<file path="config.mk">
export PLATFORM = sky130hd
export DESIGN_NAME = butterfly
export DESIGN_NICKNAME = d
export VERILOG_FILES = /design/src/common/fft_stage_pkg.sv /design/src/butterfly/butterfly.sv
export SDC_FILE = /design/constraint.sdc
export NUM_CORES = 2
export LEC_CHECK = 0
export ABC_AREA = 1
export BUFFER_PORTS_ARGS = -buffer_cell sky130_fd_sc_hd__buf_4
export CAP_MARGIN = 15
export CORE_MARGIN = 1
export CORE_UTILIZATION = 55
export DETAILED_ROUTE_END_ITERATION = 16
export MAX_ROUTING_LAYER = met4
export PLACE_DENSITY_LB_ADDON = 0.2
export SYNTH_ARGS = -nofsm -noshare
export SYNTH_HDL_FRONTEND = slang
export SYNTH_SLANG_ARGS = --single-unit
</file>
<file path="constraint.sdc">
create_clock -name clk -period 7.6 [get_ports clk]
set_input_delay 0.76 -clock clk [delete_from_list [all_inputs] [get_ports clk]]
set_output_delay 0.76 -clock clk [all_outputs]
set_load 0.05 [all_outputs]
</file>
<file path="src/common/fft_stage_pkg.sv">
package fft_stage_pkg;

    localparam int COEF_WIDTH = 10;  // signed twiddle component
    localparam int COEF_FRAC  = 8;   // 1.0 stored as 256

    localparam real COEF_SCALE = real'(1 << COEF_FRAC);
    localparam real TWO_PI     = 6.283185307179586;

    // which half of the 2*SIZE block frame we are in
    typedef enum logic {
        PH_FILL = 1'b0,
        PH_PAIR = 1'b1
    } frame_phase_e;

    // scale to fixed point, round half away from zero
    function automatic logic signed [COEF_WIDTH-1:0] coef_round(input real value);
        real scaled;
        int  mag;
        scaled = value * COEF_SCALE;
        if (scaled >= 0.0) begin
            mag = $rtoi(scaled + 0.5);
            return COEF_WIDTH'(mag);
        end
        mag = $rtoi(0.5 - scaled);
        return COEF_WIDTH'(-mag);
    endfunction

endpackage
</file>
<file path="src/butterfly/butterfly.sv">
`timescale 1ns/1ps

module butterfly import fft_stage_pkg::*; #(
    parameter int DATA_WIDTH = 9,
    parameter int IN_SIZE    = 4
) (
    input  logic                         clk,
    input  logic                         rstn,
    input  logic                         enable_i,
    input  frame_phase_e                 phase_i,
    input  logic signed [DATA_WIDTH-1:0] a_i_i [0:IN_SIZE-1],  // front block
    input  logic signed [DATA_WIDTH-1:0] a_q_i [0:IN_SIZE-1],
    input  logic signed [DATA_WIDTH-1:0] b_i_i [0:IN_SIZE-1],  // current block
    input  logic signed [DATA_WIDTH-1:0] b_q_i [0:IN_SIZE-1],
    input  logic signed [COEF_WIDTH-1:0] w_re_i [0:IN_SIZE-1],  // aligned to stage 2
    input  logic signed [COEF_WIDTH-1:0] w_im_i [0:IN_SIZE-1],
    output logic                         dout_valid_o,
    output logic signed [DATA_WIDTH:0]   sum_i_o [0:IN_SIZE-1],
    output logic signed [DATA_WIDTH:0]   sum_q_o [0:IN_SIZE-1],
    output logic signed [DATA_WIDTH:0]   diff_i_o [0:IN_SIZE-1],
    output logic signed [DATA_WIDTH:0]   diff_q_o [0:IN_SIZE-1]
);

    localparam int OUT_W  = DATA_WIDTH + 1;
    localparam int PROD_W = OUT_W + COEF_WIDTH + 1;  // room for the partial sum

    logic take_pair;
    logic s1_valid;

    logic signed [OUT_W-1:0]  s1_sum_i  [0:IN_SIZE-1];
    logic signed [OUT_W-1:0]  s1_sum_q  [0:IN_SIZE-1];
    logic signed [OUT_W-1:0]  s1_diff_i [0:IN_SIZE-1];
    logic signed [OUT_W-1:0]  s1_diff_q [0:IN_SIZE-1];
    logic signed [PROD_W-1:0] prod_re   [0:IN_SIZE-1];
    logic signed [PROD_W-1:0] prod_im   [0:IN_SIZE-1];
    logic signed [PROD_W-1:0] rot_re    [0:IN_SIZE-1];
    logic signed [PROD_W-1:0] rot_im    [0:IN_SIZE-1];

    assign take_pair = enable_i && (phase_i == PH_PAIR);

    // valid travels with the data
    always_ff @(posedge clk or negedge rstn) begin
        if (!rstn) begin
            s1_valid     <= 1'b0;
            dout_valid_o <= 1'b0;
        end else begin
            s1_valid     <= take_pair;
            dout_valid_o <= s1_valid;
        end
    end

    // stage 1: lane sums and differences, one bit of growth
    always_ff @(posedge clk) begin
        if (take_pair) begin
            for (int l = 0; l < IN_SIZE; l++) begin
                s1_sum_i[l]  <= OUT_W'(a_i_i[l]) + OUT_W'(b_i_i[l]);
                s1_sum_q[l]  <= OUT_W'(a_q_i[l]) + OUT_W'(b_q_i[l]);
                s1_diff_i[l] <= OUT_W'(a_i_i[l]) - OUT_W'(b_i_i[l]);
                s1_diff_q[l] <= OUT_W'(a_q_i[l]) - OUT_W'(b_q_i[l]);
            end
        end
    end

    // (dr + j*dq) * (wr + j*wi), full precision then drop the fraction
    always_comb begin
        for (int l = 0; l < IN_SIZE; l++) begin
            prod_re[l] = PROD_W'(s1_diff_i[l]) * PROD_W'(w_re_i[l])
                       - PROD_W'(s1_diff_q[l]) * PROD_W'(w_im_i[l]);
            prod_im[l] = PROD_W'(s1_diff_i[l]) * PROD_W'(w_im_i[l])
                       + PROD_W'(s1_diff_q[l]) * PROD_W'(w_re_i[l]);
            rot_re[l]  = prod_re[l] >>> COEF_FRAC;
            rot_im[l]  = prod_im[l] >>> COEF_FRAC;
        end
    end

    // stage 2: rotated diff plus delayed sum
    always_ff @(posedge clk) begin
        if (s1_valid) begin
            for (int l = 0; l < IN_SIZE; l++) begin
                sum_i_o[l]  <= s1_sum_i[l];
                sum_q_o[l]  <= s1_sum_q[l];
                diff_i_o[l] <= rot_re[l][OUT_W-1:0];  // keep DATA_WIDTH+1 bits
                diff_q_o[l] <= rot_im[l][OUT_W-1:0];
            end
        end
    end

endmodule

</file>
==> flow_summary.yaml <==
logic_synthesis:
  ys.warnings.count: 0
  synth-edff-count: 312
  synth_nets: 11500
  synthArstFlopShare_pct: 0.637
  synth.area.top_cells: "fa_1 41%, inv_1 14%, edfxtp_1 12%, ha_1 12%, nand2_1 10%"
  yosys.area.top_type: "fa_1"
  ys_types: 58
  netlist_instances: 9059
  synth_top_area_share_pct: 40.6
  synth-seq-cells: 314
  synth_area_per_cell_um2: 8.45
  syn_area_um2: 76600
  ys.flop_type: "edfxtp_1"
  ys_seq_area_share_pct: 12.3
final_layout:
  final_common_cell: "inv_1"
  fin_cells: 11000
  fin_nets: 11700
  syn2layout_area_growth_pct: 7.23
  drive_gt1_share_pct: 6.37
  layout_common_cells: "2907 x inv_1, 2123 x nand2_1, 1552 x fa_1"
placement:
  dp.cells: 10900
  finalWeightedCongestion: 0.914
  portBuffers: 388
  dpl_worst_slack_ps: 826
  hpwlAfterDp_mm: 150
timing:
  finalClockSkew_ps: 45.1
  tightest_slew_ps: 1230
  min_period_over_period_pct: 87.4
  setup_viol: 0
  hold_viol_final: 0
  worst_slack_ps: 958
  final_max_slew_viol_count: 0
  slew-limit-headroom_pct: 18.2
  rsz0062_at_grt: "no"
  fin_hold_ws_ps: 401
  setup_tns_ps: 0
  fin_crit_ps: 6640
  max_freq_mhz: 151
clock_tree:
  clk_latency_ps: 650
  cts.clk_slew.worst_paths_ps: 60
  cts.sinks: 314
  cts_resized: 0
  clock_path_buffers: 3
  cts_tree: "done"
  htree_levels: 2
  numCtsBuffers: 43
  cts_setup_buffers: 0
  clockRootBuffer: "clkbuf_16"
routing:
  wl_per_cell_um: 16.9
  drt-total-wl_mm: 187
  first_iter_violations: 3375
  firstDrtPassIters: 7
  drc: 0
  vias_per_cell: 5.02
  num_vias: 55300
  drt.antenna.violating_nets: 0
floorplan:
  initial_utilization_pct: 55.6
  die_x_um: 375
  row_count: 136
  die_area_um2: 141000
  fp.coreArea_um2: 138000
  die_y_um: 375
  io_pins: 389
run_status:
  outcome: "finished clean"
global_route:
  globalRouteTotalUtil_pct: 28.8
  grt_pass1_wl_mm: 309
  grt.overflow.total: 0
  grt_pass1_vias: 59800
  grt_start_max_net_pins: 123
  antenna_found_initial: 21
setup_path:
  cp.arrival_ps: 7030
  end_kind: "register"
  worstPathMaxFanout: 15
  crit_type: "register to register"
  critPathRequiredTime_ps: 7990
  startpoint_type: "register"
run:
  max_cap_viol_count: 0
worst_hold_path:
  holdCritPathClass: "register to register"
## cells in the mapped netlist, drive strengths merged (4+ instances only)
library cell	n
nor2	210
o2111ai	5
o21ai	88
nand3	125
clkbuf	276
o21bai	9
o31ai	9
nand4	23
o311ai	6
xor2	194
o211ai	6
or2	53
inv	2924
buf	61
nor4	10
nand2	2139
edfxtp	312
o21a	6
ha	704
a21oi	175
nand2b	4
nand3b	28
xnor2	82
a21o	17
a211oi	7
a221oi	8
nor3	11
fa	1552
## kinds of logic after synthesis
kind of cell / count (synthesis) / share of synthesized area [%]
flops: 314 / 12.3
fa+ha+maj: 2256 / 52.1
compound gates: 346 / 2.61
xor+xnor: 276 / 3.21
buf+inv: 3262 / 16.2
simple gates: 2605 / 13.6
## state kept, by name, indices dropped and copies added, names as in the netlist
name	count
sum_i_o	40
s1_valid	1
diff_q_o	40
s1_diff_i	40
sum_q_o	40
s1_sum_i	36
s1_diff_q	36
dout_valid_o	1
s1_sum_q	40
diff_i_o	40
## metal layers
layer	track usage, %	share of wire (%)	up-vias
met3	5.39	7.9	244
li1	-	-	25900
met1	37.5	42	27500
met4	7.35	2.8	0
met5	-	0	-
met2	46.6	48	1626
## path summary, 6_finish.rpt
check / startpoint / to / slack [ps] / cells past startpoint
hold / removal: s1_sum_i[3][3]$_DFFE_PP_ / sum_i_o[3]$_DFFE_PP_ / 400 / 0
setup / recovery: s1_diff_q[0][9]$_DFFE_PP_ / diff_i_o[39]$_DFFE_PP_ / 960 / 20
setup reg to reg: s1_diff_q[0][9]$_DFFE_PP_ / diff_i_o[39]$_DFFE_PP_ / 960 / 20
min in group asynchronous: rstn / s1_valid$_DFF_PN0_ / 450 / 2
hold reg to reg: s1_sum_i[3][3]$_DFFE_PP_ / sum_i_o[3]$_DFFE_PP_ / 400 / 0
max in group asynchronous: rstn / s1_valid$_DFF_PN0_ / 7050 / 2
## worst max-delay path: stages, from the launching register on
cell and delay (ps):
edfxtp_1 790, nand2_1 460, inv_1 290, fa_1 460, fa_1 500, inv_1 60, fa_1 480, fa_1 610
fa_1 440, fa_1 490, inv_1 50, fa_1 470, inv_1 40, ha_1 360, nand2_1 100, o21ai_0 400
a21oi_1 120, nand2_1 130, inv_1 50, nand2_1 60, nand2_1 40
## through the flow
step | utilization [%] | cell area (um2)
global placement | 58.4 | 80500
CTS | 59.5 | 82100
detailed placement | 58.4 | 80500
finish | 59.6 | 82100
global route | 59.6 | 82100
floorplan | - | 76600
## cell type report
type,count,area [um2]
clock inverter,28,412
sequential,314,9420
clock buffer,52,1120
fill,12200,55700
multi-input combinational,5483,54800
timing repair buffer,414,3120
inverter,2925,11000
antenna,18,45.0
tap,1794,2240
## timing repair
item | 4_1_cts | 5_1_grt
hold buffers | 1 | 0
hold endpoints to repair | 2 | 0
endpoints found under the setup margin | 0 | 0
Power is not shown: default switching activity piles up to over one toggle a cycle in this logic, so the estimate is an artifact.
