==> config.mk <==
export PLATFORM = sky130hd
export DESIGN_NAME = shift_reg
export DESIGN_NICKNAME = d
export VERILOG_FILES = /design/src/common/fft_stage_pkg.sv /design/src/hdl/shift_reg.sv
export SDC_FILE = /design/constraint.sdc
export NUM_CORES = 1
export LEC_CHECK = 0
export BUFFER_PORTS_ARGS = -buffer_cell sky130_fd_sc_hd__buf_2
export CAP_MARGIN = 20
export CORE_AREA = 5 5 182 184
export CTS_CLUSTER_SIZE = 28
export DETAILED_ROUTE_END_ITERATION = 7
export DIE_AREA = 0 0 187 189
export HOLD_SLACK_MARGIN = 0.02
export SYNTH_ARGS = -nofsm -noshare
export SYNTH_HDL_FRONTEND = slang
export SYNTH_SLANG_ARGS = --single-unit
==> constraint.sdc <==
create_clock -name clk -period 3.3 [get_ports clk]
set_input_delay 0.66 -clock clk [delete_from_list [all_inputs] [get_ports clk]]
set_output_delay 0.66 -clock clk [all_outputs]
set_load 0.01 [all_outputs]
==> src/common/fft_stage_pkg.sv <==
package fft_stage_pkg;

    localparam int COEF_WIDTH = 10;  // signed twiddle component
    localparam int COEF_FRAC  = 8;   // 1.0 stored as 256

    localparam real COEF_SCALE = real'(1 << COEF_FRAC);
    localparam real TWO_PI     = 6.283185307179586;

    // which half of the 2*SIZE block frame we are in
    typedef enum logic {
        PH_FILL = 1'b0,
        PH_PAIR = 1'b1
    } frame_phase_e;

    // scale to fixed point, round half away from zero
    function automatic logic signed [COEF_WIDTH-1:0] coef_round(input real value);
        real scaled;
        int  mag;
        scaled = value * COEF_SCALE;
        if (scaled >= 0.0) begin
            mag = $rtoi(scaled + 0.5);
            return COEF_WIDTH'(mag);
        end
        mag = $rtoi(0.5 - scaled);
        return COEF_WIDTH'(-mag);
    endfunction

endpackage
==> src/hdl/shift_reg.sv <==
`timescale 1ns/1ps

module shift_reg import fft_stage_pkg::*; #(
    parameter int DATA_WIDTH = 9,
    parameter int SIZE       = 4,
    parameter int IN_SIZE    = 4
) (
    input  logic                         clk,
    input  logic                         rstn,
    input  logic                         din_valid_i,
    input  logic signed [DATA_WIDTH-1:0] din_i_i [0:IN_SIZE-1],
    input  logic signed [DATA_WIDTH-1:0] din_q_i [0:IN_SIZE-1],
    output logic signed [DATA_WIDTH-1:0] front_i_o [0:IN_SIZE-1],  // oldest block
    output logic signed [DATA_WIDTH-1:0] front_q_o [0:IN_SIZE-1],
    output frame_phase_e                 phase_o,
    output logic [$clog2(SIZE)-1:0]      pair_index_o,
    output logic                         bufly_enable_o
);

    localparam int CNT_W = $clog2(2 * SIZE);
    localparam int IDX_W = $clog2(SIZE);
    localparam logic [CNT_W-1:0] LAST_POS = CNT_W'(2 * SIZE - 1);
    localparam logic [CNT_W-1:0] HALF_POS = CNT_W'(SIZE);

    // delay line of SIZE blocks, entry 0 is the front
    logic signed [DATA_WIDTH-1:0] buf_i [0:SIZE-1][0:IN_SIZE-1];
    logic signed [DATA_WIDTH-1:0] buf_q [0:SIZE-1][0:IN_SIZE-1];

    logic [CNT_W-1:0] frame_pos;  // accepted blocks mod 2*SIZE
    logic [CNT_W-1:0] pair_pos;

    always_ff @(posedge clk or negedge rstn) begin
        if (!rstn) begin
            for (int i = 0; i < SIZE; i++) begin
                for (int j = 0; j < IN_SIZE; j++) begin
                    buf_i[i][j] <= '0;
                    buf_q[i][j] <= '0;
                end
            end
        end else if (din_valid_i) begin
            for (int i = 0; i < SIZE - 1; i++) begin
                buf_i[i] <= buf_i[i+1];  // move toward the front
                buf_q[i] <= buf_q[i+1];
            end
            buf_i[SIZE-1] <= din_i_i;    // new block at the tail
            buf_q[SIZE-1] <= din_q_i;
        end
    end

    // frame position, wraps instead of saturating
    always_ff @(posedge clk or negedge rstn) begin
        if (!rstn) begin
            frame_pos <= '0;
        end else if (din_valid_i) begin
            if (frame_pos == LAST_POS) begin
                frame_pos <= '0;
            end else begin
                frame_pos <= frame_pos + 1'b1;
            end
        end
    end

    assign phase_o  = (frame_pos >= HALF_POS) ? PH_PAIR : PH_FILL;
    assign pair_pos = frame_pos - HALF_POS;  // only meaningful in PH_PAIR

    assign pair_index_o   = pair_pos[IDX_W-1:0];
    assign bufly_enable_o = din_valid_i && (phase_o == PH_PAIR);

    assign front_i_o = buf_i[0];
    assign front_q_o = buf_q[0];

endmodule

==> run_summary.xml, run 1 <==
<?xml version="1.0" encoding="UTF-8"?>
<metrics>
  <group name="run_status">
    <metric name="status" unit="">finished, final reports clean</metric>
  </group>
  <group name="layout">
    <metric name="fraction_of_layout_instances_using_a_drive_strength_above_1" unit="%">61.9</metric>
    <metric name="antenna-diode-count" unit="">0</metric>
    <metric name="fillerInstances" unit="">2761</metric>
    <metric name="area.growth.synth_to_final" unit="%">13.4</metric>
    <metric name="final_nets" unit="">865</metric>
    <metric name="utilization" unit="%">44.6</metric>
    <metric name="multiInputGateArea" unit="sq um">4080</metric>
    <metric name="seqCellArea" unit="sq um">7280</metric>
    <metric name="stdcell_area" unit="sq um">13900</metric>
  </group>
  <group name="clock_network">
    <metric name="post_cts.resized_instances" unit="">0</metric>
    <metric name="cts_hold_buf" unit="">0</metric>
    <metric name="post_cts_buffers" unit="">0</metric>
    <metric name="clock_sink_count" unit="">291</metric>
    <metric name="clockBufferDepth" unit="">3</metric>
    <metric name="clock_slew_at_reported_path_ffs" unit="ns">0.06</metric>
    <metric name="tritoncts" unit="">yes</metric>
    <metric name="clock_insertion_delay_worst_skew" unit="ns">0.49</metric>
    <metric name="cts_root_buffer" unit="">clkbuf_16</metric>
    <metric name="cts-htree-levels" unit="">2</metric>
    <metric name="cts_inserted_buffers" unit="">34</metric>
  </group>
  <group name="power_and_ir_drop">
    <metric name="worst_vdd_ir" unit="mV">0.351</metric>
    <metric name="clkPwrFrac" unit="%">37.5</metric>
    <metric name="overall_power" unit="uW">9720</metric>
    <metric name="cell_internal_pwr" unit="uW">7400</metric>
    <metric name="p_switching" unit="uW">2320</metric>
    <metric name="power.leakage" unit="uW">0.00670</metric>
    <metric name="power_per_cell_area" unit="nW/um^2">698</metric>
    <metric name="switching_share" unit="%">23.9</metric>
    <metric name="p_seq_share" unit="%">46.8</metric>
    <metric name="pwr-share-comb" unit="%">15.7</metric>
  </group>
  <group name="grt">
    <metric name="overall_routing_resource_usage" unit="%">10.9</metric>
    <metric name="grt_max_degree" unit="">81</metric>
    <metric name="antenna_found_initial" unit="">2</metric>
    <metric name="global_route.overflow_total" unit="">0</metric>
    <metric name="first_global_vias" unit="">5930</metric>
    <metric name="grt_first_pass_wirelength" unit="mm">32.1</metric>
  </group>
  <group name="place">
    <metric name="placement.cell_area" unit="sq um">12800</metric>
    <metric name="place.port_buffers" unit="">150</metric>
    <metric name="detailed_place_hpwl" unit="mm">12.0</metric>
    <metric name="weighted_congestion_at_the_end_of_routability_driven_global_placement" unit="">0.658</metric>
  </group>
  <group name="routing">
    <metric name="wl" unit="mm">19.1</metric>
    <metric name="wl_per_cell" unit="microns">15.7</metric>
    <metric name="first_iter_violations" unit="">216</metric>
    <metric name="route.vias.total" unit="">5443</metric>
    <metric name="drc_errors_left" unit="">0</metric>
    <metric name="antenna_violating_nets_post_route" unit="">0</metric>
    <metric name="drt_pre_antenna_iters" unit="">4</metric>
    <metric name="viasPerCell" unit="">4.48</metric>
  </group>
  <group name="synth">
    <metric name="netlist_area" unit="sq um">12300</metric>
    <metric name="synth_area_per_cell" unit="sq um">17.6</metric>
    <metric name="synth.cells.most_frequent" unit="">291 x dfrtp_1, 200 x mux2_4, 89 x mux2_2</metric>
    <metric name="synth_warnings" unit="">0</metric>
    <metric name="syn-num-nets" unit="">776</metric>
    <metric name="synth_ff_type" unit="">dfrtp_1</metric>
    <metric name="synth_async_sr_flop_share" unit="%">100</metric>
    <metric name="yosys.cell_count.top_type" unit="">dfrtp_1</metric>
    <metric name="ys_seq_area_share" unit="%">59.3</metric>
    <metric name="top_area_cell_type_share_of_the_netlist_area" unit="%">59.3</metric>
    <metric name="yosys-top-cells-area" unit="">dfrtp_1 59%, mux2_4 24%, mux2_2 8.2%, buf_4 4.5%, buf_6 2.8%</metric>
    <metric name="synth_seq_cells" unit="">291</metric>
    <metric name="syn_inst" unit="">698</metric>
    <metric name="number_of_enable_type_register_cells_in_the_synthesized_netlist" unit="">0</metric>
    <metric name="post_synth_num_cell_types" unit="">14</metric>
    <metric name="synthDominantAreaCellType" unit="">dfrtp_1</metric>
  </group>
  <group name="die">
    <metric name="std_cell_rows" unit="">65</metric>
    <metric name="top_level_ports" unit="">151</metric>
    <metric name="initial_core_util" unit="%">39.3</metric>
    <metric name="coreArea" unit="sq um">31200</metric>
    <metric name="die_width" unit="microns">187</metric>
    <metric name="fp.dieArea" unit="sq um">35300</metric>
    <metric name="die_h" unit="microns">189</metric>
  </group>
  <group name="critical_path">
    <metric name="required" unit="ns">2.64</metric>
    <metric name="worst_path_fanout_max" unit="">4</metric>
    <metric name="worstRegToRegCells" unit="">4</metric>
    <metric name="cp_num_cells" unit="">2</metric>
    <metric name="critical-path-slowest-cell" unit="">dfrtp_1</metric>
    <metric name="worst-path-buf-inv" unit="">1</metric>
    <metric name="arrival" unit="ns">1.31</metric>
    <metric name="cp-end-kind" unit="">output pin</metric>
    <metric name="worst_setup_path_start_kind" unit="">flop</metric>
    <metric name="crit_family" unit="">flip-flops</metric>
    <metric name="critical_path.cell_chain" unit="">and2_1 &gt; buf_2</metric>
    <metric name="slowest_delay" unit="ns">0.45</metric>
    <metric name="path_class" unit="">reg2out</metric>
  </group>
  <group name="timing">
    <metric name="worst_slew_pin_slew" unit="ns">0.658</metric>
    <metric name="final_hold_viol_count" unit="">0</metric>
    <metric name="final_max_slew_viol_count" unit="">0</metric>
    <metric name="totalNegativeSetupSlack" unit="ns">0</metric>
    <metric name="period_share" unit="%">59.8</metric>
    <metric name="max_slew_margin" unit="%">56.2</metric>
    <metric name="finalWorstPathRequiredPeriod" unit="ns">1.97</metric>
    <metric name="setup-violations-final" unit="">0</metric>
    <metric name="rsz0062_at_grt" unit="">no</metric>
    <metric name="finalClockSkew" unit="ns">0.00582</metric>
    <metric name="fmaxAchievable" unit="MHz">507</metric>
  </group>
  <group name="job">
    <metric name="max_cap_violations" unit="">0</metric>
  </group>
  <group name="worst_hold_path">
    <metric name="worstHoldPathType" unit="">in2async</metric>
  </group>
</metrics>
-- stage by stage --
stage	hold slack, ns	setup WS [ns]	std cells
3_5_place_dp	0.489	1.26	1153
3_3_place_gp	0.482	1.27	1153
5_1_grt	0.177	1.22	1214
4_1_cts	0.168	1.20	1214
6_report	0.165	1.33	1214
2_1_floorplan	0.364	1.43	698
-- layout make-up --
| class | count | area share (%) |
|---|---|---|
| clock buffers | 50 | 7.36 |
| clock inverters | 11 | 0.620 |
| inverters | 2 | 0.0539 |
| multi-input cells | 297 | 29.3 |
| flip-flops and latches | 291 | 52.3 |
| well taps | 402 | 3.61 |
| repair buffers | 161 | 6.76 |
-- cell families after synthesis --
family | synth area share, %
buffers and inverters | 7.49
adder cells (fa/ha/maj) | 0.306
AND/OR/NAND/NOR | 0.184
multiplexers | 32.6
flip-flops | 59.3
AO/OA/AOI/OAI | 0.0815
-- power groups by stage --
| stage | clock network [uW] | logic (uW) | registers (uW) |
|---|---|---|---|
| CTS | 3770 | 1570 | 4560 |
| detailed placement | 0 | 1560 | 4610 |
| global route | 3940 | 1670 | 4640 |
| floorplan | 0 | 1430 | 4490 |
| global placement | 0 | 1530 | 4600 |
| finish | 3640 | 1530 | 4550 |
-- state kept, by name, summed over array words and instances (netlist names) --
| signal | cells |
|---|---|
| front_q_o | 36 |
| front_i_o | 36 |
| frame_pos | 3 |
| buf_q | 108 |
| buf_i | 108 |
-- final timing paths --
kind | from | slack, ns | to
setup reg to reg | frame_pos[0] | 1.98 | frame_pos[0]
min in group clk | din_i_i[31] | 0.39 | buf_i[31]
hold / removal | rstn | 0.16 | buf_q[24]
max in group asynchronous | rstn | 2.31 | front_i_o[0]
setup / recovery | frame_pos[2] | 1.33 | bufly_enable_o
hold reg to reg | buf_i[83] | 0.50 | front_i_o[11]
-- cells in the final DEF (no fill, tap or decap) --
master,instances
clkinv_4,1
clkinv_2,8
and2_1,1
clkbuf_8,5
nand3b_1,1
clkbuf_16,37
inv_1,2
buf_2,148
clkbuf_1,8
or3b_1,1
clkinvlp_4,1
mux2_2,89
o21ai_0,1
dfrtp_1,291
ha_1,3
o21ai_1,1
bufinv_16,1
mux2_4,200
buf_12,7
buf_8,2
buf_4,4
-- metal layers --
layer	share of wire (%)	GRT usage (%)	vias to the layer above
met4	2.6	3.56	4
met5	0.10	0	-
met1	47	15.4	2755
met2	43	15.4	130
met3	7.3	4.11	40
li1	-	-	2514
Note: power is estimated with default switching activity, not from simulation.
==> inputs of run 2 (changes only) <==
ABC_AREA = 1   (was default)
CORE_AREA = 5 5 175 177   (was 5 5 182 184)
DIE_AREA = 0 0 180 182   (was 0 0 187 189)
clock period = 2 ns   (was 3.3 ns; I/O delays follow)
==> run 2 against run 1 <==
Non-clock buffer count grew 12. Die area shrank 7.3%. Core utilization increased by 0.084 points. Cell count grew 38%. Clock skew grew 0.00093 ns. Flip-flop and latch count is the same. Clock power rose by 43%. Critical path type unchanged. Largest cell class unchanged. Largest power group unchanged.
==> run_summary.xml, run 2 <==
<?xml version="1.0" encoding="UTF-8"?>
<metrics>
  <group name="clock_network">
    <metric name="clock_insertion_delay_worst_skew" unit="ns">0.53</metric>
    <metric name="cts_root_buffer" unit="">clkbuf_16</metric>
    <metric name="post_cts_buffers" unit="">0</metric>
    <metric name="clock_slew_at_reported_path_ffs" unit="ns">0.06</metric>
    <metric name="cts-htree-levels" unit="">1</metric>
    <metric name="cts_inserted_buffers" unit="">30</metric>
    <metric name="tritoncts" unit="">yes</metric>
    <metric name="clock_sink_count" unit="">291</metric>
    <metric name="clockBufferDepth" unit="">3</metric>
  </group>
  <group name="die">
    <metric name="std_cell_rows" unit="">63</metric>
    <metric name="initial_core_util" unit="%">39.2</metric>
    <metric name="top_level_ports" unit="">151</metric>
    <metric name="fp.dieArea" unit="sq um">32800</metric>
    <metric name="die_width" unit="microns">180</metric>
    <metric name="die_h" unit="microns">182</metric>
    <metric name="coreArea" unit="sq um">29100</metric>
  </group>
  <group name="job">
    <metric name="max_cap_violations" unit="">0</metric>
  </group>
  <group name="synth">
    <metric name="syn_inst" unit="">1194</metric>
    <metric name="post_synth_num_cell_types" unit="">13</metric>
    <metric name="synth_area_per_cell" unit="sq um">9.55</metric>
    <metric name="yosys-top-cells-area" unit="">dfrtp_1 64%, nand2_1 13%, o21ai_0 8.8%, buf_4 5.0%, inv_1 4.0%</metric>
    <metric name="synth_async_sr_flop_share" unit="%">100</metric>
    <metric name="number_of_enable_type_register_cells_in_the_synthesized_netlist" unit="">0</metric>
    <metric name="ys_seq_area_share" unit="%">63.9</metric>
    <metric name="synth.cells.most_frequent" unit="">397 x nand2_1, 291 x dfrtp_1, 201 x o21ai_0</metric>
    <metric name="syn-num-nets" unit="">1272</metric>
    <metric name="synth_ff_type" unit="">dfrtp_1</metric>
    <metric name="synthDominantAreaCellType" unit="">dfrtp_1</metric>
    <metric name="synth_seq_cells" unit="">291</metric>
    <metric name="synth_warnings" unit="">0</metric>
    <metric name="yosys.cell_count.top_type" unit="">nand2_1</metric>
    <metric name="netlist_area" unit="sq um">11400</metric>
    <metric name="top_area_cell_type_share_of_the_netlist_area" unit="%">63.9</metric>
  </group>
  <group name="critical_path">
    <metric name="cp-end-kind" unit="">output pin</metric>
    <metric name="worst_path_fanout_max" unit="">4</metric>
    <metric name="path_class" unit="">reg2out</metric>
    <metric name="required" unit="ns">1.60</metric>
    <metric name="arrival" unit="ns">1.36</metric>
    <metric name="worst_setup_path_start_kind" unit="">flop</metric>
  </group>
  <group name="grt">
    <metric name="antenna_found_initial" unit="">0</metric>
    <metric name="global_route.overflow_total" unit="">0</metric>
    <metric name="overall_routing_resource_usage" unit="%">13.0</metric>
    <metric name="gr-max-usage-layer" unit="">met2</metric>
    <metric name="grtUsageMet3" unit="%">2.76</metric>
    <metric name="first_global_vias" unit="">7286</metric>
    <metric name="grt_max_degree" unit="">125</metric>
    <metric name="global_route.usage.met2" unit="%">21.8</metric>
    <metric name="gr-usage-met1" unit="%">17.4</metric>
    <metric name="grt_first_pass_wirelength" unit="mm">36.3</metric>
  </group>
  <group name="timing">
    <metric name="max_slew_margin" unit="%">68.3</metric>
    <metric name="finalWorstPathRequiredPeriod" unit="ns">1.76</metric>
    <metric name="period_share" unit="%">87.8</metric>
    <metric name="final_hold_viol_count" unit="">0</metric>
    <metric name="fmaxAchievable" unit="MHz">570</metric>
    <metric name="finalClockSkew" unit="ns">0.00675</metric>
    <metric name="setup-violations-final" unit="">0</metric>
    <metric name="totalNegativeSetupSlack" unit="ns">0</metric>
    <metric name="rsz0062_at_grt" unit="">no</metric>
    <metric name="final_max_slew_viol_count" unit="">0</metric>
    <metric name="worst_slew_pin_slew" unit="ns">0.475</metric>
  </group>
  <group name="routing">
    <metric name="viasPerCell" unit="">4.37</metric>
    <metric name="route.vias.total" unit="">7303</metric>
    <metric name="antenna_violating_nets_post_route" unit="">0</metric>
    <metric name="drt_pre_antenna_iters" unit="">4</metric>
    <metric name="wl" unit="mm">21.0</metric>
    <metric name="first_iter_violations" unit="">504</metric>
    <metric name="drc_errors_left" unit="">0</metric>
    <metric name="wl_per_cell" unit="microns">12.6</metric>
  </group>
  <group name="place">
    <metric name="detailed_place_hpwl" unit="mm">13.6</metric>
    <metric name="weighted_congestion_at_the_end_of_routability_driven_global_placement" unit="">0.729</metric>
    <metric name="place.port_buffers" unit="">150</metric>
  </group>
  <group name="layout">
    <metric name="layout.cells.most_common" unit="">nand2_1</metric>
    <metric name="largestRegisters" unit="">buf_i (108), buf_q (108)</metric>
    <metric name="fraction_of_layout_instances_using_a_drive_strength_above_1" unit="%">17.0</metric>
    <metric name="final_nets" unit="">1338</metric>
    <metric name="layout_common_cells" unit="">397 x nand2_1, 290 x dfrtp_1, 201 x o21ai_0</metric>
    <metric name="multiInputGateArea" unit="sq um">2730</metric>
    <metric name="area.growth.synth_to_final" unit="%">13.9</metric>
    <metric name="seqCellArea" unit="sq um">7280</metric>
    <metric name="fillerInstances" unit="">2813</metric>
    <metric name="antenna-diode-count" unit="">0</metric>
  </group>
  <group name="power_and_ir_drop">
    <metric name="worst_vdd_ir" unit="mV">0.526</metric>
    <metric name="power_per_cell_area" unit="nW/um^2">1050</metric>
    <metric name="power.leakage" unit="uW">0.00662</metric>
    <metric name="overall_power" unit="uW">13600</metric>
  </group>
  <group name="run_status">
    <metric name="status" unit="">finished, final reports clean</metric>
  </group>
  <group name="worst_hold_path">
    <metric name="worstHoldPathType" unit="">in2reg</metric>
  </group>
</metrics>
[run 2: cell types whose count changed after synthesis, moves of 2 or more]
cell and change:
inv_1 +121, buf_2 +26, buf_4 +2, mux2_4 -200, o21ai_1 +36, mux2_2 -89, clkbuf_1 +22, nand2_1 +397
o21ai_0 +200, buf_6 -19
[run 2: timing repair]
| action | in CTS | in global routing |
|---|---|---|
| setup endpoints to repair | 0 | 1 |
| hold buffers | 1 | 0 |
| endpoints found under the hold margin | 32 | 0 |
| resized for setup | 0 | 1 |
[run 2: final timing paths]
kind | slack, ns | start | cells after the start | to
max | 0.24 | frame_pos[2] | 3 | bufly_enable_o
min | 0.06 | din_i_i[15] | 3 | buf_i[15]
max reg2reg | 0.87 | frame_pos[0] | 4 | frame_pos[2]
min reg2reg | 0.47 | front_i_o[15] | 2 | front_i_o[15]
max in group asynchronous | 0.99 | rstn | 3 | buf_i[98]
min in group asynchronous | 0.35 | rstn | 2 | buf_q[11]
[run 2: routing by layer]
metal	wire length, microns	up-vias
met5	0	-
met4	472	0
met3	1140	31
met2	9810	131
met1	9610	3400
li1	-	3741
[run 2: per-stage QoR]
stage / hold WS [ns] / area (sq um) / setup slack (ns) / util, % / std cells
after floorplan: 0.104 / 11400 / 0.597 / - / 1194
after global placement: 0.331 / 12000 / 0.462 / 41.4 / 1617
after global routing: 0.0502 / 13000 / 0.106 / 44.7 / 1672
final: 0.0603 / 13000 / 0.245 / 44.7 / 1672
after CTS: 0.0336 / 13000 / 0.0217 / 44.7 / 1672
after detailed placement: 0.332 / 12000 / 0.457 / 41.4 / 1617
[run 2: worst max-delay path: stages, from the launching register on]
cell and delay, ns:
dfrtp_2 0.45, nand2_1 0.09, inv_1 0.13, buf_2 0.15
[run 2: report_power, final]
group	switching (uW)	leakage [uW]	internal (uW)
logic	926	0.00252	568
clock network	2170	0.000465	3050
registers	322	0.00364	6590
[run 2: layout make-up]
cell class | count | share of cell area (%)
multi-input combinational | 640 | 21.0
sequential | 291 | 56.1
clock buffer | 47 | 6.90
timing repair buffer | 173 | 8.33
clock inverter | 7 | 0.299
tap | 390 | 3.76
inverter | 124 | 3.64
[run 2: cell families (layout without fill, tap and decap cells)]
| logic type | after synthesis | count (layout) | synth area share [%] |
|---|---|---|---|
| adder cells (fa/ha/maj) | 3 | 3 | 0.329 |
| AO/OA/AOI/OAI | 238 | 238 | 10.4 |
| AND/OR/NAND/NOR | 399 | 399 | 13.1 |
| buffers and inverters | 263 | 351 | 12.2 |
| flip-flops | 291 | 291 | 63.9 |
==> inputs of run 3 (changes only) <==
BUFFER_PORTS_ARGS = -buffer_cell sky130_fd_sc_hd__buf_4   (was -buffer_cell sky130_fd_sc_hd__buf_2)
==> run 3 against run 2 <==
Combinational power up 11%. Largest cell class unchanged. First-iteration DRC count up 3.6%. Largest power group unchanged. Cell count about the same. Critical path type unchanged.
==> run_summary.xml, run 3 (synthesis results as in run 2) <==
<?xml version="1.0" encoding="UTF-8"?>
<metrics>
  <group name="clock_network">
    <metric name="post_cts_buffers" unit="">0</metric>
    <metric name="tritoncts" unit="">yes</metric>
    <metric name="cts-htree-levels" unit="">1</metric>
    <metric name="cts_inserted_buffers" unit="">31</metric>
    <metric name="clockBufferDepth" unit="">3</metric>
    <metric name="clock_insertion_delay_worst_skew" unit="ns">0.53</metric>
    <metric name="clock_slew_at_reported_path_ffs" unit="ns">0.06</metric>
    <metric name="clock_sink_count" unit="">291</metric>
    <metric name="cts_root_buffer" unit="">clkbuf_16</metric>
  </group>
  <group name="timing">
    <metric name="max_slew_margin" unit="%">61.7</metric>
    <metric name="finalClockSkew" unit="ns">0.00704</metric>
    <metric name="fmaxAchievable" unit="MHz">568</metric>
    <metric name="finalWorstPathRequiredPeriod" unit="ns">1.76</metric>
    <metric name="worst_slew_pin_slew" unit="ns">0.574</metric>
    <metric name="totalNegativeSetupSlack" unit="ns">0</metric>
    <metric name="period_share" unit="%">88.0</metric>
    <metric name="hold_slack" unit="ns">0.0591</metric>
    <metric name="setup-violations-final" unit="">0</metric>
    <metric name="rsz0062_at_grt" unit="">no</metric>
    <metric name="final_hold_viol_count" unit="">0</metric>
    <metric name="final_max_slew_viol_count" unit="">0</metric>
  </group>
  <group name="layout">
    <metric name="largestRegisters" unit="">buf_i (108), buf_q (108)</metric>
    <metric name="fillerInstances" unit="">2810</metric>
    <metric name="layout_common_cells" unit="">397 x nand2_1, 290 x dfrtp_1, 201 x o21ai_0</metric>
    <metric name="seqCellArea" unit="sq um">7280</metric>
    <metric name="multiInputGateArea" unit="sq um">2730</metric>
    <metric name="final_nets" unit="">1338</metric>
    <metric name="area.growth.synth_to_final" unit="%">18.2</metric>
    <metric name="fraction_of_layout_instances_using_a_drive_strength_above_1" unit="%">17.4</metric>
    <metric name="layout.cells.most_common" unit="">nand2_1</metric>
    <metric name="antenna-diode-count" unit="">0</metric>
    <metric name="utilization" unit="%">46.3</metric>
    <metric name="final-instance-count-excl-fill" unit="">1671</metric>
  </group>
  <group name="critical_path">
    <metric name="worstRegToRegCells" unit="">4</metric>
    <metric name="worst-r2r-setup-slack" unit="ns">0.87</metric>
    <metric name="regToRegEndpoint" unit="">frame_pos[2]</metric>
    <metric name="required" unit="ns">1.60</metric>
    <metric name="worst_setup_path_endpoint" unit="">bufly_enable_o</metric>
    <metric name="arrival" unit="ns">1.36</metric>
    <metric name="critPathLaunch" unit="">frame_pos[2]</metric>
    <metric name="worst_setup_path_start_kind" unit="">flop</metric>
    <metric name="worst_path_fanout_max" unit="">4</metric>
    <metric name="path_class" unit="">reg2out</metric>
    <metric name="cp-end-kind" unit="">output pin</metric>
    <metric name="reg2reg_from" unit="">frame_pos[0]</metric>
  </group>
  <group name="die">
    <metric name="fp.dieArea" unit="sq um">32800</metric>
    <metric name="std_cell_rows" unit="">63</metric>
    <metric name="coreArea" unit="sq um">29100</metric>
    <metric name="die_width" unit="microns">180</metric>
    <metric name="die_h" unit="microns">182</metric>
    <metric name="initial_core_util" unit="%">39.2</metric>
    <metric name="top_level_ports" unit="">151</metric>
  </group>
  <group name="routing">
    <metric name="route.vias.total" unit="">7250</metric>
    <metric name="first_iter_violations" unit="">522</metric>
    <metric name="drc_errors_left" unit="">0</metric>
    <metric name="wl_per_cell" unit="microns">12.6</metric>
    <metric name="antenna_violating_nets_post_route" unit="">0</metric>
    <metric name="drt_pre_antenna_iters" unit="">4</metric>
    <metric name="viasPerCell" unit="">4.34</metric>
    <metric name="wl" unit="mm">21.0</metric>
  </group>
  <group name="worst_hold_path">
    <metric name="worstHoldPathType" unit="">in2reg</metric>
  </group>
  <group name="run_status">
    <metric name="status" unit="">finished, final reports clean</metric>
  </group>
  <group name="place">
    <metric name="place.port_buffers" unit="">150</metric>
    <metric name="weighted_congestion_at_the_end_of_routability_driven_global_placement" unit="">0.724</metric>
    <metric name="place.detailed.instances" unit="">1616</metric>
    <metric name="detailed_place_hpwl" unit="mm">13.5</metric>
  </group>
  <group name="grt">
    <metric name="overall_routing_resource_usage" unit="%">13.0</metric>
    <metric name="global_route.overflow_total" unit="">0</metric>
    <metric name="grt_max_degree" unit="">147</metric>
    <metric name="first_global_vias" unit="">7366</metric>
    <metric name="grt_first_pass_wirelength" unit="mm">36.3</metric>
    <metric name="antenna_found_initial" unit="">0</metric>
  </group>
  <group name="power_and_ir_drop">
    <metric name="worst_vdd_ir" unit="mV">0.581</metric>
    <metric name="power.leakage" unit="uW">0.00677</metric>
    <metric name="power_per_cell_area" unit="nW/um^2">1060</metric>
    <metric name="overall_power" unit="uW">14300</metric>
  </group>
  <group name="job">
    <metric name="max_cap_violations" unit="">0</metric>
  </group>
</metrics>
-- run 3: cell types whose count changed in the layout (fill, tap and decap cells not counted), sizes merged --
| cell | change |
|---|---|
| bufinv | +3 |
| buf | -1 |
| clkbuf | -3 |
| clkinvlp | +2 |
| clkinv | -2 |
-- run 3: layout make-up --
cell class | instances | share of cell area [%]
sequential | 291 | 54.1
multi-input combinational | 640 | 20.2
timing repair buffer | 172 | 10.8
clock buffer | 44 | 6.79
tap | 390 | 3.62
inverter | 124 | 3.51
clock inverter | 10 | 0.966
-- run 3: per-layer routing --
| layer | up-vias | part of all wire (%) | track usage [%] |
|---|---|---|---|
| li1 | 3745 | - | - |
| met1 | 3365 | 46 | 17.8 |
| met2 | 117 | 47 | 21.4 |
| met3 | 23 | 4.7 | 2.86 |
| met4 | 0 | 1.4 | 2.96 |
| met5 | - | 0 | 0 |
-- run 3: what timing repair did --
item | CTS | global route
hold buffers | 1 | 0
gates resized for setup | 1 | 0
endpoints found under the setup margin | 1 | 0
hold endpoints to repair | 34 | 0
-- run 3: worst min-delay path by stage --
stage                      startpoint         end  depth (start not counted)  slack, ns
final                     din_i_i[16]   buf_i[16]                          3       0.06
after global routing      din_i_i[20]   buf_i[20]                          3       0.04
after global placement           rstn  buf_i[107]                          1       0.34
after floorplan                  rstn    buf_i[0]                          0       0.10
after detailed placement         rstn  buf_i[107]                          1       0.34
after CTS                 din_i_i[24]   buf_i[24]                          3       0.02
-- run 3: stage by stage --
step	setup slack [ns]	area, sq um
after global routing	0.173	13500
after detailed placement	0.498	12400
after CTS	0.124	13500
after floorplan	0.597	11400
after global placement	0.522	12400
final	0.239	13500
-- run 3: critical path, stage by stage, from the launching register on --
cell	delay, ns
dfrtp_2	0.47
nand2_1	0.08
inv_1	0.13
buf_4	0.14
-- run 3: power breakdown --
group	internal, uW	switching [uW]
registers	6590	342
logic	727	920
clock network	3530	2200
